<file path="config.mk">
export PLATFORM = sky130hd
export DESIGN_NAME = regex_match_top
export DESIGN_NICKNAME = d
export VERILOG_FILES = /design/src/hw/regex_pkg.sv /design/src/hw/dfa_step_if.sv /design/src/hw/retr_keyword_dfa.sv /design/src/hw/stream_context_matcher.sv /design/src/hw/stream_tracker.sv /design/src/hw/regex_match_top.sv
export SDC_FILE = /design/constraint.sdc
export NUM_CORES = 1
export LEC_CHECK = 0
export BUFFER_PORTS_ARGS = -buffer_cell sky130_fd_sc_hd__buf_2
export CORE_MARGIN = 4
export CORE_UTILIZATION = 65
export CTS_BUF_LIST = sky130_fd_sc_hd__clkbuf_4
export DETAILED_ROUTE_END_ITERATION = 6
export HOLD_SLACK_MARGIN = 0.06
export MAX_ROUTING_LAYER = met4
export PLACE_DENSITY = 0.84
export SLEW_MARGIN = 20
export SYNTH_ARGS = -nofsm -noshare
export SYNTH_HDL_FRONTEND = slang
export SYNTH_SLANG_ARGS = --single-unit
export TNS_END_PERCENT = 20
</file>
<file path="constraint.sdc">
create_clock -name clk -period 6.36 [get_ports clk]
set_input_delay 0.954 -clock clk [delete_from_list [all_inputs] [get_ports clk]]
set_output_delay 0.954 -clock clk [all_outputs]
set_load 0.02 [all_outputs]
</file>
<file path="src/hw/regex_pkg.sv">
`default_nettype none

package regex_pkg;

  // Number of interleaved streams tracked by the design
  parameter int NUM_STREAMS = 64;

  // Field widths
  localparam int CHAR_W      = 8;
  localparam int STREAM_ID_W = 6;
  localparam int DFA_STATE_W = 11;
  localparam int COUNT_W     = 16;

  // One payload byte
  typedef logic [CHAR_W-1:0] char_t;

  // Stream number as carried with sop
  typedef logic [STREAM_ID_W-1:0] stream_id_t;

  // Saved DFA state word
  // Sized for a larger DFA so the save memory can be reused
  typedef logic [DFA_STATE_W-1:0] dfa_state_t;

  // Matched packet count, wraps on overflow
  typedef logic [COUNT_W-1:0] match_count_t;

  // Keyword DFA states, progress through "RETR"
  // Accept is an output of the last step, not a state of its own
  typedef enum dfa_state_t {
    KW_IDLE = 11'd0,
    KW_R    = 11'd1,
    KW_RE   = 11'd2,
    KW_RET  = 11'd3
  } keyword_state_e;

  // Upper case ASCII letters of the keyword
  localparam char_t ASCII_R = 8'h52;
  localparam char_t ASCII_E = 8'h45;
  localparam char_t ASCII_T = 8'h54;

  // Bit that separates upper and lower case letters
  localparam char_t CASE_BIT = 8'h20;

endpackage : regex_pkg

`default_nettype wire

</file>
<file path="src/hw/dfa_step_if.sv">
`default_nettype none

// Character and state-load path between the matcher and the DFA
interface dfa_step_if;
  import regex_pkg::*;

  char_t      char_in;
  logic       char_vld;
  dfa_state_t state_in;
  logic       state_vld;
  dfa_state_t state_out;
  logic       accept;

  // Matcher side, all four inputs of the DFA come from registers
  modport matcher (
    output char_in, char_vld, state_in, state_vld,
    input  state_out, accept
  );

  // DFA side
  modport dfa (
    input  char_in, char_vld, state_in, state_vld,
    output state_out, accept
  );

endinterface : dfa_step_if

// Per-packet stream context from the tracker to the matcher
interface track_if;
  import regex_pkg::*;

  logic       load_state;
  logic       new_stream;
  stream_id_t cur_stream;
  logic       pkt_enable;

  modport source (output load_state, new_stream, cur_stream, pkt_enable);
  modport sink   (input  load_state, new_stream, cur_stream, pkt_enable);

endinterface : track_if

`default_nettype wire

</file>
<file path="src/hw/retr_keyword_dfa.sv">
`default_nettype none

module retr_keyword_dfa (
  input logic     clk,
  input logic     rst_n,
  dfa_step_if.dfa step
);
  import regex_pkg::*;

  keyword_state_e cur_state;
  keyword_state_e next_state;

  // Case-insensitive hits on the keyword letters
  logic hit_r;
  logic hit_e;
  logic hit_t;

  // True for the upper case letter or its lower case form
  function automatic logic char_is(input char_t c, input char_t upper);
    return (c == upper) || (c == (upper | CASE_BIT));
  endfunction

  always_comb
  begin
    hit_r = char_is(step.char_in, ASCII_R);
    hit_e = char_is(step.char_in, ASCII_E);
    hit_t = char_is(step.char_in, ASCII_T);
  end

  // Next state for the current character
  // An 'r' that breaks a partial match starts a new one
  always_comb
  begin
    case (cur_state)
      KW_IDLE:
        next_state = hit_r ? KW_R : KW_IDLE;
      KW_R:
        next_state = hit_e ? KW_RE : (hit_r ? KW_R : KW_IDLE);
      KW_RE:
        next_state = hit_t ? KW_RET : (hit_r ? KW_R : KW_IDLE);
      // Final 'r' completes the keyword, any other byte drops it
      // Both cases go back to idle
      KW_RET:
        next_state = KW_IDLE;
      // Unknown restored word, treat as idle
      default:
        next_state = KW_IDLE;
    endcase
  end

  // One-cycle accept pulse on the closing 'r' of "retr"
  assign step.accept = step.char_vld && (cur_state == KW_RET) && hit_r;

  // Current state register
  // A restore from the matcher wins over a character
  always_ff @(posedge clk)
  begin
    if (!rst_n)
    begin
      cur_state <= KW_IDLE;
    end
    else if (step.state_vld)
    begin
      cur_state <= keyword_state_e'(step.state_in);
    end
    else if (step.char_vld)
    begin
      cur_state <= next_state;
    end
  end

  // Saved by the matcher at end of packet
  assign step.state_out = cur_state;

endmodule : retr_keyword_dfa

`default_nettype wire

</file>
<file path="src/hw/stream_context_matcher.sv">
`default_nettype none

module stream_context_matcher #(
  parameter int NUM_STREAMS = regex_pkg::NUM_STREAMS
) (
  input  logic                    clk,
  input  logic                    rst_n,
  input  logic                    eop,
  input  regex_pkg::char_t        char_in,
  input  logic                    char_vld,
  track_if.sink                   trk,
  dfa_step_if.matcher             dfa,
  output logic                    fired,
  output regex_pkg::match_count_t count
);
  import regex_pkg::*;

  localparam int IDX_W = $clog2(NUM_STREAMS);

  // Saved DFA state per stream, no reset, new streams bypass it
  dfa_state_t state_mem [NUM_STREAMS];

  // Memory address, the low bits of the current stream
  logic [IDX_W-1:0] mem_idx;

  // First stage of the restore path, the memory read
  dfa_state_t state_rd;
  logic       state_rd_vld;

  // DFA outputs registered for timing
  dfa_state_t state_out_r;
  logic       accept_r;

  assign mem_idx = trk.cur_stream[IDX_W-1:0];

  // Control registers on the restore, character and result paths
  always_ff @(posedge clk)
  begin
    if (!rst_n)
    begin
      state_rd_vld  <= 1'b0;
      dfa.state_vld <= 1'b0;
      dfa.char_vld  <= 1'b0;
      accept_r      <= 1'b0;
    end
    else
    begin
      // load_state to state_vld is two cycles
      state_rd_vld  <= trk.load_state;
      dfa.state_vld <= state_rd_vld;
      dfa.char_vld  <= char_vld;
      accept_r      <= dfa.accept;
    end
  end

  // Payload registers next to the control ones
  always_ff @(posedge clk)
  begin
    // New stream starts from idle, others resume where they stopped
    if (trk.load_state)
    begin
      state_rd <= trk.new_stream ? dfa_state_t'(KW_IDLE) : state_mem[mem_idx];
    end
    dfa.state_in <= state_rd;
    dfa.char_in  <= char_in;
    state_out_r  <= dfa.state_out;
  end

  // Save the stream state at end of an enabled packet
  // state_out_r has settled by then, eop trails the last byte
  always_ff @(posedge clk)
  begin
    if (eop && trk.pkt_enable)
    begin
      state_mem[mem_idx] <= state_out_r;
    end
  end

  // Per-packet match flag and matched packet count
  always_ff @(posedge clk)
  begin
    if (!rst_n)
    begin
      fired <= 1'b0;
      count <= '0;
    end
    else
    begin
      // Fresh flag for every packet
      if (trk.load_state)
      begin
        fired <= 1'b0;
      end

      // Any accept inside the packet marks it
      if (accept_r)
      begin
        fired <= 1'b1;
      end

      if (eop)
      begin
        if (trk.pkt_enable)
        begin
          // Enabled packet, count it if it matched
          count <= count + match_count_t'(fired);
        end
        else
        begin
          // Disabled packet leaves no trace
          fired <= 1'b0;
        end
      end
    end
  end

endmodule : stream_context_matcher

`default_nettype wire

</file>
<file path="src/hw/stream_tracker.sv">
`default_nettype none

module stream_tracker #(
  parameter int NUM_STREAMS = regex_pkg::NUM_STREAMS
) (
  input  logic                 clk,
  input  logic                 rst_n,
  input  logic                 sop,
  input  regex_pkg::stream_id_t stream_id,
  input  logic                 enable,
  track_if.source              trk
);

  localparam int IDX_W = $clog2(NUM_STREAMS);

  // One bit per stream, set once a packet of it has started
  logic [NUM_STREAMS-1:0] seen;

  // Seen table index for the incoming stream
  logic [IDX_W-1:0] sop_idx;

  assign sop_idx = stream_id[IDX_W-1:0];

  // Control side of the packet context
  always_ff @(posedge clk)
  begin
    if (!rst_n)
    begin
      seen           <= '0;
      trk.load_state <= 1'b0;
      trk.new_stream <= 1'b0;
      trk.pkt_enable <= 1'b0;
    end
    else
    begin
      // Restore request one cycle after sop
      trk.load_state <= sop;

      if (sop)
      begin
        // New only if no packet of this stream came since reset
        trk.new_stream <= !seen[sop_idx];
        trk.pkt_enable <= enable;
        seen[sop_idx]  <= 1'b1;
      end
    end
  end

  // Stream number, held for the whole packet
  always_ff @(posedge clk)
  begin
    if (sop)
    begin
      trk.cur_stream <= stream_id;
    end
  end

endmodule : stream_tracker

`default_nettype wire

</file>
<file path="src/hw/regex_match_top.sv">
`default_nettype none

module regex_match_top #(
  parameter int NUM_STREAMS = regex_pkg::NUM_STREAMS
) (
  input  logic                    clk,
  input  logic                    rst_n,
  input  logic                    sop,
  input  logic                    eop,
  input  regex_pkg::stream_id_t   stream_id,
  input  logic                    enable,
  input  regex_pkg::char_t        char_in,
  input  logic                    char_vld,
  output logic                    fired,
  output regex_pkg::match_count_t count
);

  // Tracker to matcher context
  track_if trk_bus ();

  // Matcher to DFA step path
  dfa_step_if step_bus ();

  // Packet start handling and first-seen table
  stream_tracker #(
    .NUM_STREAMS (NUM_STREAMS)
  ) u_stream_tracker (
    .clk       (clk),
    .rst_n     (rst_n),
    .sop       (sop),
    .stream_id (stream_id),
    .enable    (enable),
    .trk       (trk_bus.source)
  );

  // State save and restore around the DFA, flag and count
  stream_context_matcher #(
    .NUM_STREAMS (NUM_STREAMS)
  ) u_stream_context_matcher (
    .clk      (clk),
    .rst_n    (rst_n),
    .eop      (eop),
    .char_in  (char_in),
    .char_vld (char_vld),
    .trk      (trk_bus.sink),
    .dfa      (step_bus.matcher),
    .fired    (fired),
    .count    (count)
  );

  // Keyword recogniser
  retr_keyword_dfa u_retr_keyword_dfa (
    .clk   (clk),
    .rst_n (rst_n),
    .step  (step_bus.dfa)
  );

endmodule : regex_match_top

`default_nettype wire

</file>
Yosys cells after proc, flatten, opt, wreduce, memory -nomap -nowiden
Memories as Yosys holds them, arrays and structs flattened. A register that Yosys moved wholly into a read port is not among the register bits. Cells that the tools add are included.

Add/subtract/negate cells: 1. $lt $le $gt $ge: 2. Equality and inequality tests: 9. Multiplexer cells: 16. Bitwise gates (word level): 1. Reductions and logical operators: 11.

Operators with widths (count): $or A64 B64 Y64 (1); $eq A8 B7 Y1 const B (6); $mux W11 (4); $pmux W11 S3 (1); $eq A11 B2 Y1 const B (2); $add A16 B1 Y16 (1); $eq A11 B1 Y1 const B (1); $logic_not A11 Y1 (1); $mux W1 (9); $lt A6 B7 Y1 const B (1); $bmux W1 S6 (1); $demux W1 S6 (1); $ge A6 B1 Y1 const B (1); $logic_and A1 B1 Y1 (4); $logic_or A1 B1 Y1 (3); $reduce_and A2 Y1 (1); $reduce_bool A2 Y1 (1); $logic_not A1 Y1 (1).

Register bits after elaboration: 135. RAM bits: 704. Input bits: 20. Output and inout port bits: 17. Word-level logic and storage cells: 56. Memories: 1.

Memories: u_stream_context_matcher.state_mem (words 64, bits a word 11, read ports 1, clocked after memory_dff 1, write ports 1, line stream_context_matcher.sv:21) `dfa_state_t state_mem [NUM_STREAMS];`.

Longest topological paths before layout
Depth in word-level cells: 7. Gate-level depth with buffers: 11. Depth with buffers taken out: 7.

Modules after synthesis
From an unflattened synthesis, not the netlist that was laid out.

Cell total of the unflattened synthesis: 2066. Area total of the unflattened synthesis: 33338.2 um^2.

By module, submodules not included: stream_context_matcher (times used 1, cells each 1671, area each 29568.4 um^2, sequential area each 22491.6 um^2); stream_tracker (times used 1, cells each 325, area each 3163.0 um^2, sequential area each 1521.5 um^2); retr_keyword_dfa (times used 1, cells each 70, area each 606.8 um^2, sequential area each 220.2 um^2).

Least setup slack after synthesis
Ideal clock, no wire load.

Path kind: input port to flip-flop. From: input stream_id[2]. To: register u_stream_tracker.trk.new_stream. Arrival: 2.389 ns. Path slack: 3.897 ns. Stages on the path: 6. Path buffers: 2. Cells stage by stage: buf_2 buf_1 mux4_2 a2111oi_0 o21ai_0 a31oi_1.

Cells in the longest elaborated chain, start to end: 3.

Ends and longest elaborated chain: start: declaration (line regex_match_top.sv:10) `input regex_pkg::stream_id_t stream_id,`; $bmux W1 S6 (line stream_tracker.sv:42) `trk.new_stream <= !seen[sop_idx];`; $mux W1 (not written as such) (line stream_tracker.sv:42); $logic_not A1 Y1 (line stream_tracker.sv:42); end signal: assignment (line stream_tracker.sv:42); end: declaration (line dfa_step_if.sv:37) `modport source (output load_state, new_stream, cur_stream, pkt_enable);`.

No other way between the ends. The select of a mux whose other input is x is not followed. A chain may end at the register's enable or synchronous reset.

==> metrics.json <==
{
  "fp.coreArea": {"value": 0.0502, "unit": "sq mm"},
  "critical_path.max_stage_delay": {"value": 0.74, "unit": "ns"},
  "critPathMaxFanout": {"value": 45},
  "sequential_cell_area": {"value": 0.0242, "unit": "sq mm"},
  "finalSetupViolations": {"value": 0},
  "layout.cell_area.non_filler": {"value": 0.0364, "unit": "sq mm"},
  "worst_ir_drop_vdd": {"value": 192, "unit": "uV"},
  "finalWeightedCongestion": {"value": 0.954},
  "report.final.slew_viol_count": {"value": 0},
  "ys_ff_latch": {"value": 849},
  "cts.reportedPaths.clkPinSlew": {"value": 0.07, "unit": "ns"},
  "max_slew_margin": {"value": 19.4, "unit": "%"},
  "vias_per_cell": {"value": 6.78},
  "multi_input_area": {"value": 0.00815, "unit": "sq mm"},
  "ctsHoldBuffers": {"value": 7},
  "failed_checks": {"value": "design-rule violations"},
  "number_of_endpoints_with_negative_hold_slack_in_the_final_report": {"value": 0},
  "fraction_of_registers_with_async_set_or_reset_after_synthesis": {"value": 0, "unit": "%"},
  "reg2reg_setup_slack": {"value": 2.44, "unit": "ns"},
  "critical_path.endpoint": {"value": "u_stream_context_matcher.state_rd[6]"},
  "power.total": {"value": 11100, "unit": "uW"},
  "cts.repair.resized": {"value": 0},
  "timing.setup.critical_path_class": {"value": "flip-flop to flip-flop"},
  "post_cts_buffers": {"value": 0},
  "clock_tree_from_tritoncts": {"value": "done"},
  "regToRegEndpoint": {"value": "u_stream_context_matcher.state_rd[6]"},
  "critPathSlowestCell": {"value": "sky130_fd_sc_hd__nor4b_1"},
  "route.detailed.drc": {"value": 3},
  "synth_edf_count": {"value": 721},
  "synth_fp_nets": {"value": 2044},
  "fmax": {"value": 0.255, "unit": "GHz"},
  "antenna_left": {"value": 0},
  "r2r.worst_path.cells": {"value": 8},
  "clock_insertion_delay_worst_skew": {"value": 1.06, "unit": "ns"},
  "numCtsBuffers": {"value": 199},
  "totalNegativeSetupSlack": {"value": 0, "unit": "ns"},
  "post_route_cells_drive_above_1_share": {"value": 25.4, "unit": "%"},
  "cp_data_required_time": {"value": 7.05, "unit": "ns"},
  "finished_core_util": {"value": 72.5, "unit": "%"},
  "cts-root-buf": {"value": "sky130_fd_sc_hd__clkbuf_4"},
  "p_per_area": {"value": 305, "unit": "mW/mm^2"},
  "wire_length_per_cell_after_detailed_routing": {"value": 27.4, "unit": "um"},
  "power_leakage": {"value": 0.0123, "unit": "uW"},
  "num_rows": {"value": 82},
  "startpoint_type": {"value": "flip-flop"},
  "htree_num_levels": {"value": 4},
  "detailed_route_via_count": {"value": 20400},
  "crit_arrival": {"value": 4.62, "unit": "ns"},
  "unrepaired_setup_endpoints_after_global_routing": {"value": "false"},
  "least_margin_pin_slew": {"value": 1.21, "unit": "ns"},
  "final_cell_mix": {"value": "sky130_fd_sc_hd__edfxtp_1 (721), sky130_fd_sc_hd__clkbuf_4 (298), sky130_fd_sc_hd__dfxtp_1 (117)"},
  "hp-class": {"value": "input port to flip-flop"},
  "antenna_violations_before_repair": {"value": 3},
  "cts.path.max_buffers": {"value": 3},
  "status": {"value": "finished with violations"},
  "firstDrtPassIters": {"value": 7},
  "drt_iter0_markers": {"value": 3436},
  "maximum_number_of_pins_on_one_net_before_global_route_repair": {"value": 100},
  "global_route_usage_sum": {"value": 31.6, "unit": "%"},
  "detail_route.wirelength": {"value": 82400, "unit": "um"},
  "io_buffers": {"value": 35},
  "syn_to_final_growth": {"value": 10.3, "unit": "%"},
  "global_route.overflow_total": {"value": 0},
  "worst_setup_path_startpoint": {"value": "u_stream_tracker.trk.cur_stream[0]"},
  "filler_cell_count": {"value": 2859},
  "synth-main-ff-cell": {"value": "sky130_fd_sc_hd__edfxtp_1"},
  "timing.final.crit_period": {"value": 3.92, "unit": "ns"},
  "chain_of_cells_forming_the_critical_path": {"value": "buf_4 > buf_4 > nor2_2 > a22o_1 > nand2_1 > a21oi_1 > nor4b_1 > a41oi_1"},
  "ys_seq_area_share": {"value": 73.4, "unit": "%"},
  "synth.distinct_cells": {"value": 71},
  "worstHoldStart": {"value": "char_vld"},
  "post_synth_instance_area": {"value": 0.0330, "unit": "sq mm"},
  "synth.avg_cell_area": {"value": 16.3, "unit": "sq um"},
  "synth_warnings": {"value": 0},
  "clock_skews": {"value": 0.0807, "unit": "ns"},
  "synthCells": {"value": 2022},
  "max_cap_violations": {"value": 0},
  "floorplan.initialDensity": {"value": 65.7, "unit": "%"},
  "r2r_start": {"value": "u_stream_tracker.trk.cur_stream[0]"},
  "cts_sinks": {"value": 849},
  "floorplan.die_area": {"value": 0.0544, "unit": "sq mm"},
  "instance_area_at_placement": {"value": 0.0336, "unit": "sq mm"},
  "die_h": {"value": 233, "unit": "um"},
  "detailedPlacementHpwl": {"value": 45300, "unit": "um"},
  "layout_worst_path_cycle_share": {"value": 61.7, "unit": "%"},
  "pin_count": {"value": 37},
  "cp-end-kind": {"value": "flip-flop"},
  "vias_in_the_first_global_route": {"value": 20300},
  "mostFrequentLayoutCell": {"value": "sky130_fd_sc_hd__edfxtp_1"},
  "die_width": {"value": 233, "unit": "um"},
  "critical-path-top-cell-by-count": {"value": "sky130_fd_sc_hd__buf_4"},
  "grt_pass1_wl": {"value": 122000, "unit": "um"},
  "fin_nets": {"value": 2190}
}
## power by group
| group | switching, uW | internal (uW) | total [uW] |
|---|---|---|---|
| registers | 43.7 | 6010 | 6050 |
| clock network | 2100 | 2260 | 4360 |
| logic | 452 | 234 | 686 |
| total | 2600 | 8510 | 11100 |
## worst min path at each step
stage / to / slack [ns] / cells after the start
2_1_floorplan: u_stream_context_matcher.dfa.state_in[0] / 0.32 / 0
3_3_place_gp: u_stream_context_matcher.dfa.state_in[8] / 0.33 / 0
3_5_place_dp: u_stream_context_matcher.dfa.state_in[3] / 0.33 / 0
4_1_cts: u_stream_context_matcher.dfa.char_vld / 0.07 / 2
5_1_grt: u_stream_context_matcher.dfa.char_vld / 0.11 / 2
6_report: u_stream_context_matcher.dfa.char_vld / 0.18 / 2
## layout make-up
cell class	instances	area share, %
Clock buffer	298	6.15
Inverter	9	0.0929
Tap cell	672	2.31
Sequential cell	849	66.7
Multi-Input combinational cell	1030	22.4
Timing Repair Buffer	79	1.44
Antenna cell	2	0.0138
Clock inverter	65	0.925
## stage by stage
stage | cells | hold slack [ns] | setup slack [ns]
global placement | 2632 | 0.325 | 2.71
floorplan | 2022 | 0.323 | 3.90
detailed placement | 2632 | 0.327 | 2.70
global route | 3004 | 0.112 | 2.38
CTS | 3002 | 0.0738 | 2.64
finish | 3004 | 0.185 | 2.44
## worst max-delay path: cells and delay by family, from the launching register on
| family | cells | cell delay, ns |
|---|---|---|
| AOI/OAI and AO/OA | 3 | 0.76 |
| DFF | 1 | 0.64 |
| and+or+nand+nor | 3 | 1.10 |
| buffers and inverters | 2 | 1.07 |
## registers in the layout (all words and copies together) (netlist names)
name and flops:
u_stream_tracker.trk.load_state 1, u_stream_tracker.trk.new_stream 1, u_stream_tracker.trk.cur_stream 6, u_stream_context_matcher.state_out_r 11
u_stream_context_matcher.accept_r 1, u_retr_keyword_dfa.step.state_out 11, u_stream_context_matcher.count 16, u_stream_context_matcher.dfa.char_vld 1
u_stream_context_matcher.state_rd 11, u_stream_context_matcher.dfa.state_in 11, u_stream_tracker.trk.pkt_enable 1, u_stream_context_matcher.state_rd_vld 1
u_stream_tracker.seen 64, u_stream_context_matcher.state_mem 704, u_stream_context_matcher.fired 1, u_stream_context_matcher.dfa.char_in 7
u_stream_context_matcher.dfa.state_vld 1
## cells in the mapped netlist, drive strengths merged (5+ instances only)
library cell,n,share of area [%]
a211oi,9,0.20
a21oi,105,1.6
a221o,16,0.49
a221oi,64,1.7
a222oi,6,0.18
a22o,9,0.24
a22oi,41,0.93
a31oi,10,0.19
a41oi,7,0.19
and2,26,0.49
buf,89,1.6
clkbuf,45,0.52
dfxtp,128,7.8
edfxtp,721,66
inv,9,0.10
mux2,68,2.3
mux2i,69,2.1
mux4,68,4.7
nand2,56,0.64
nand2b,10,0.19
nand3,20,0.30
nand3b,5,0.11
nor2,152,1.7
nor2b,60,1.1
nor3,11,0.17
nor3b,14,0.32
o21a,33,0.75
o21ai,49,0.74
o221ai,7,0.19
o22a,8,0.21
o22ai,31,0.59
or2,7,0.13
or3,5,0.095
xnor2,10,0.27
## logic make-up after synthesis
group           share of synthesized area [%]
mux                                      9.11
buf+inv                                  2.25
fa+ha+maj                              0.0759
flops                                    73.4
xor+xnor                                0.319
simple gates                             5.77
compound gates                           9.03
## metal layers
| metal | global-route usage, % | part of all wire (%) | vias up |
|---|---|---|---|
| met3 | 10.2 | 14 | 313 |
| li1 | - | - | 8427 |
| met4 | 15.1 | 4.9 | 0 |
| met2 | 46.5 | 46 | 1726 |
| met5 | - | 0 | - |
| met1 | 40.4 | 35 | 9900 |
(Power assumes the default switching activity.)
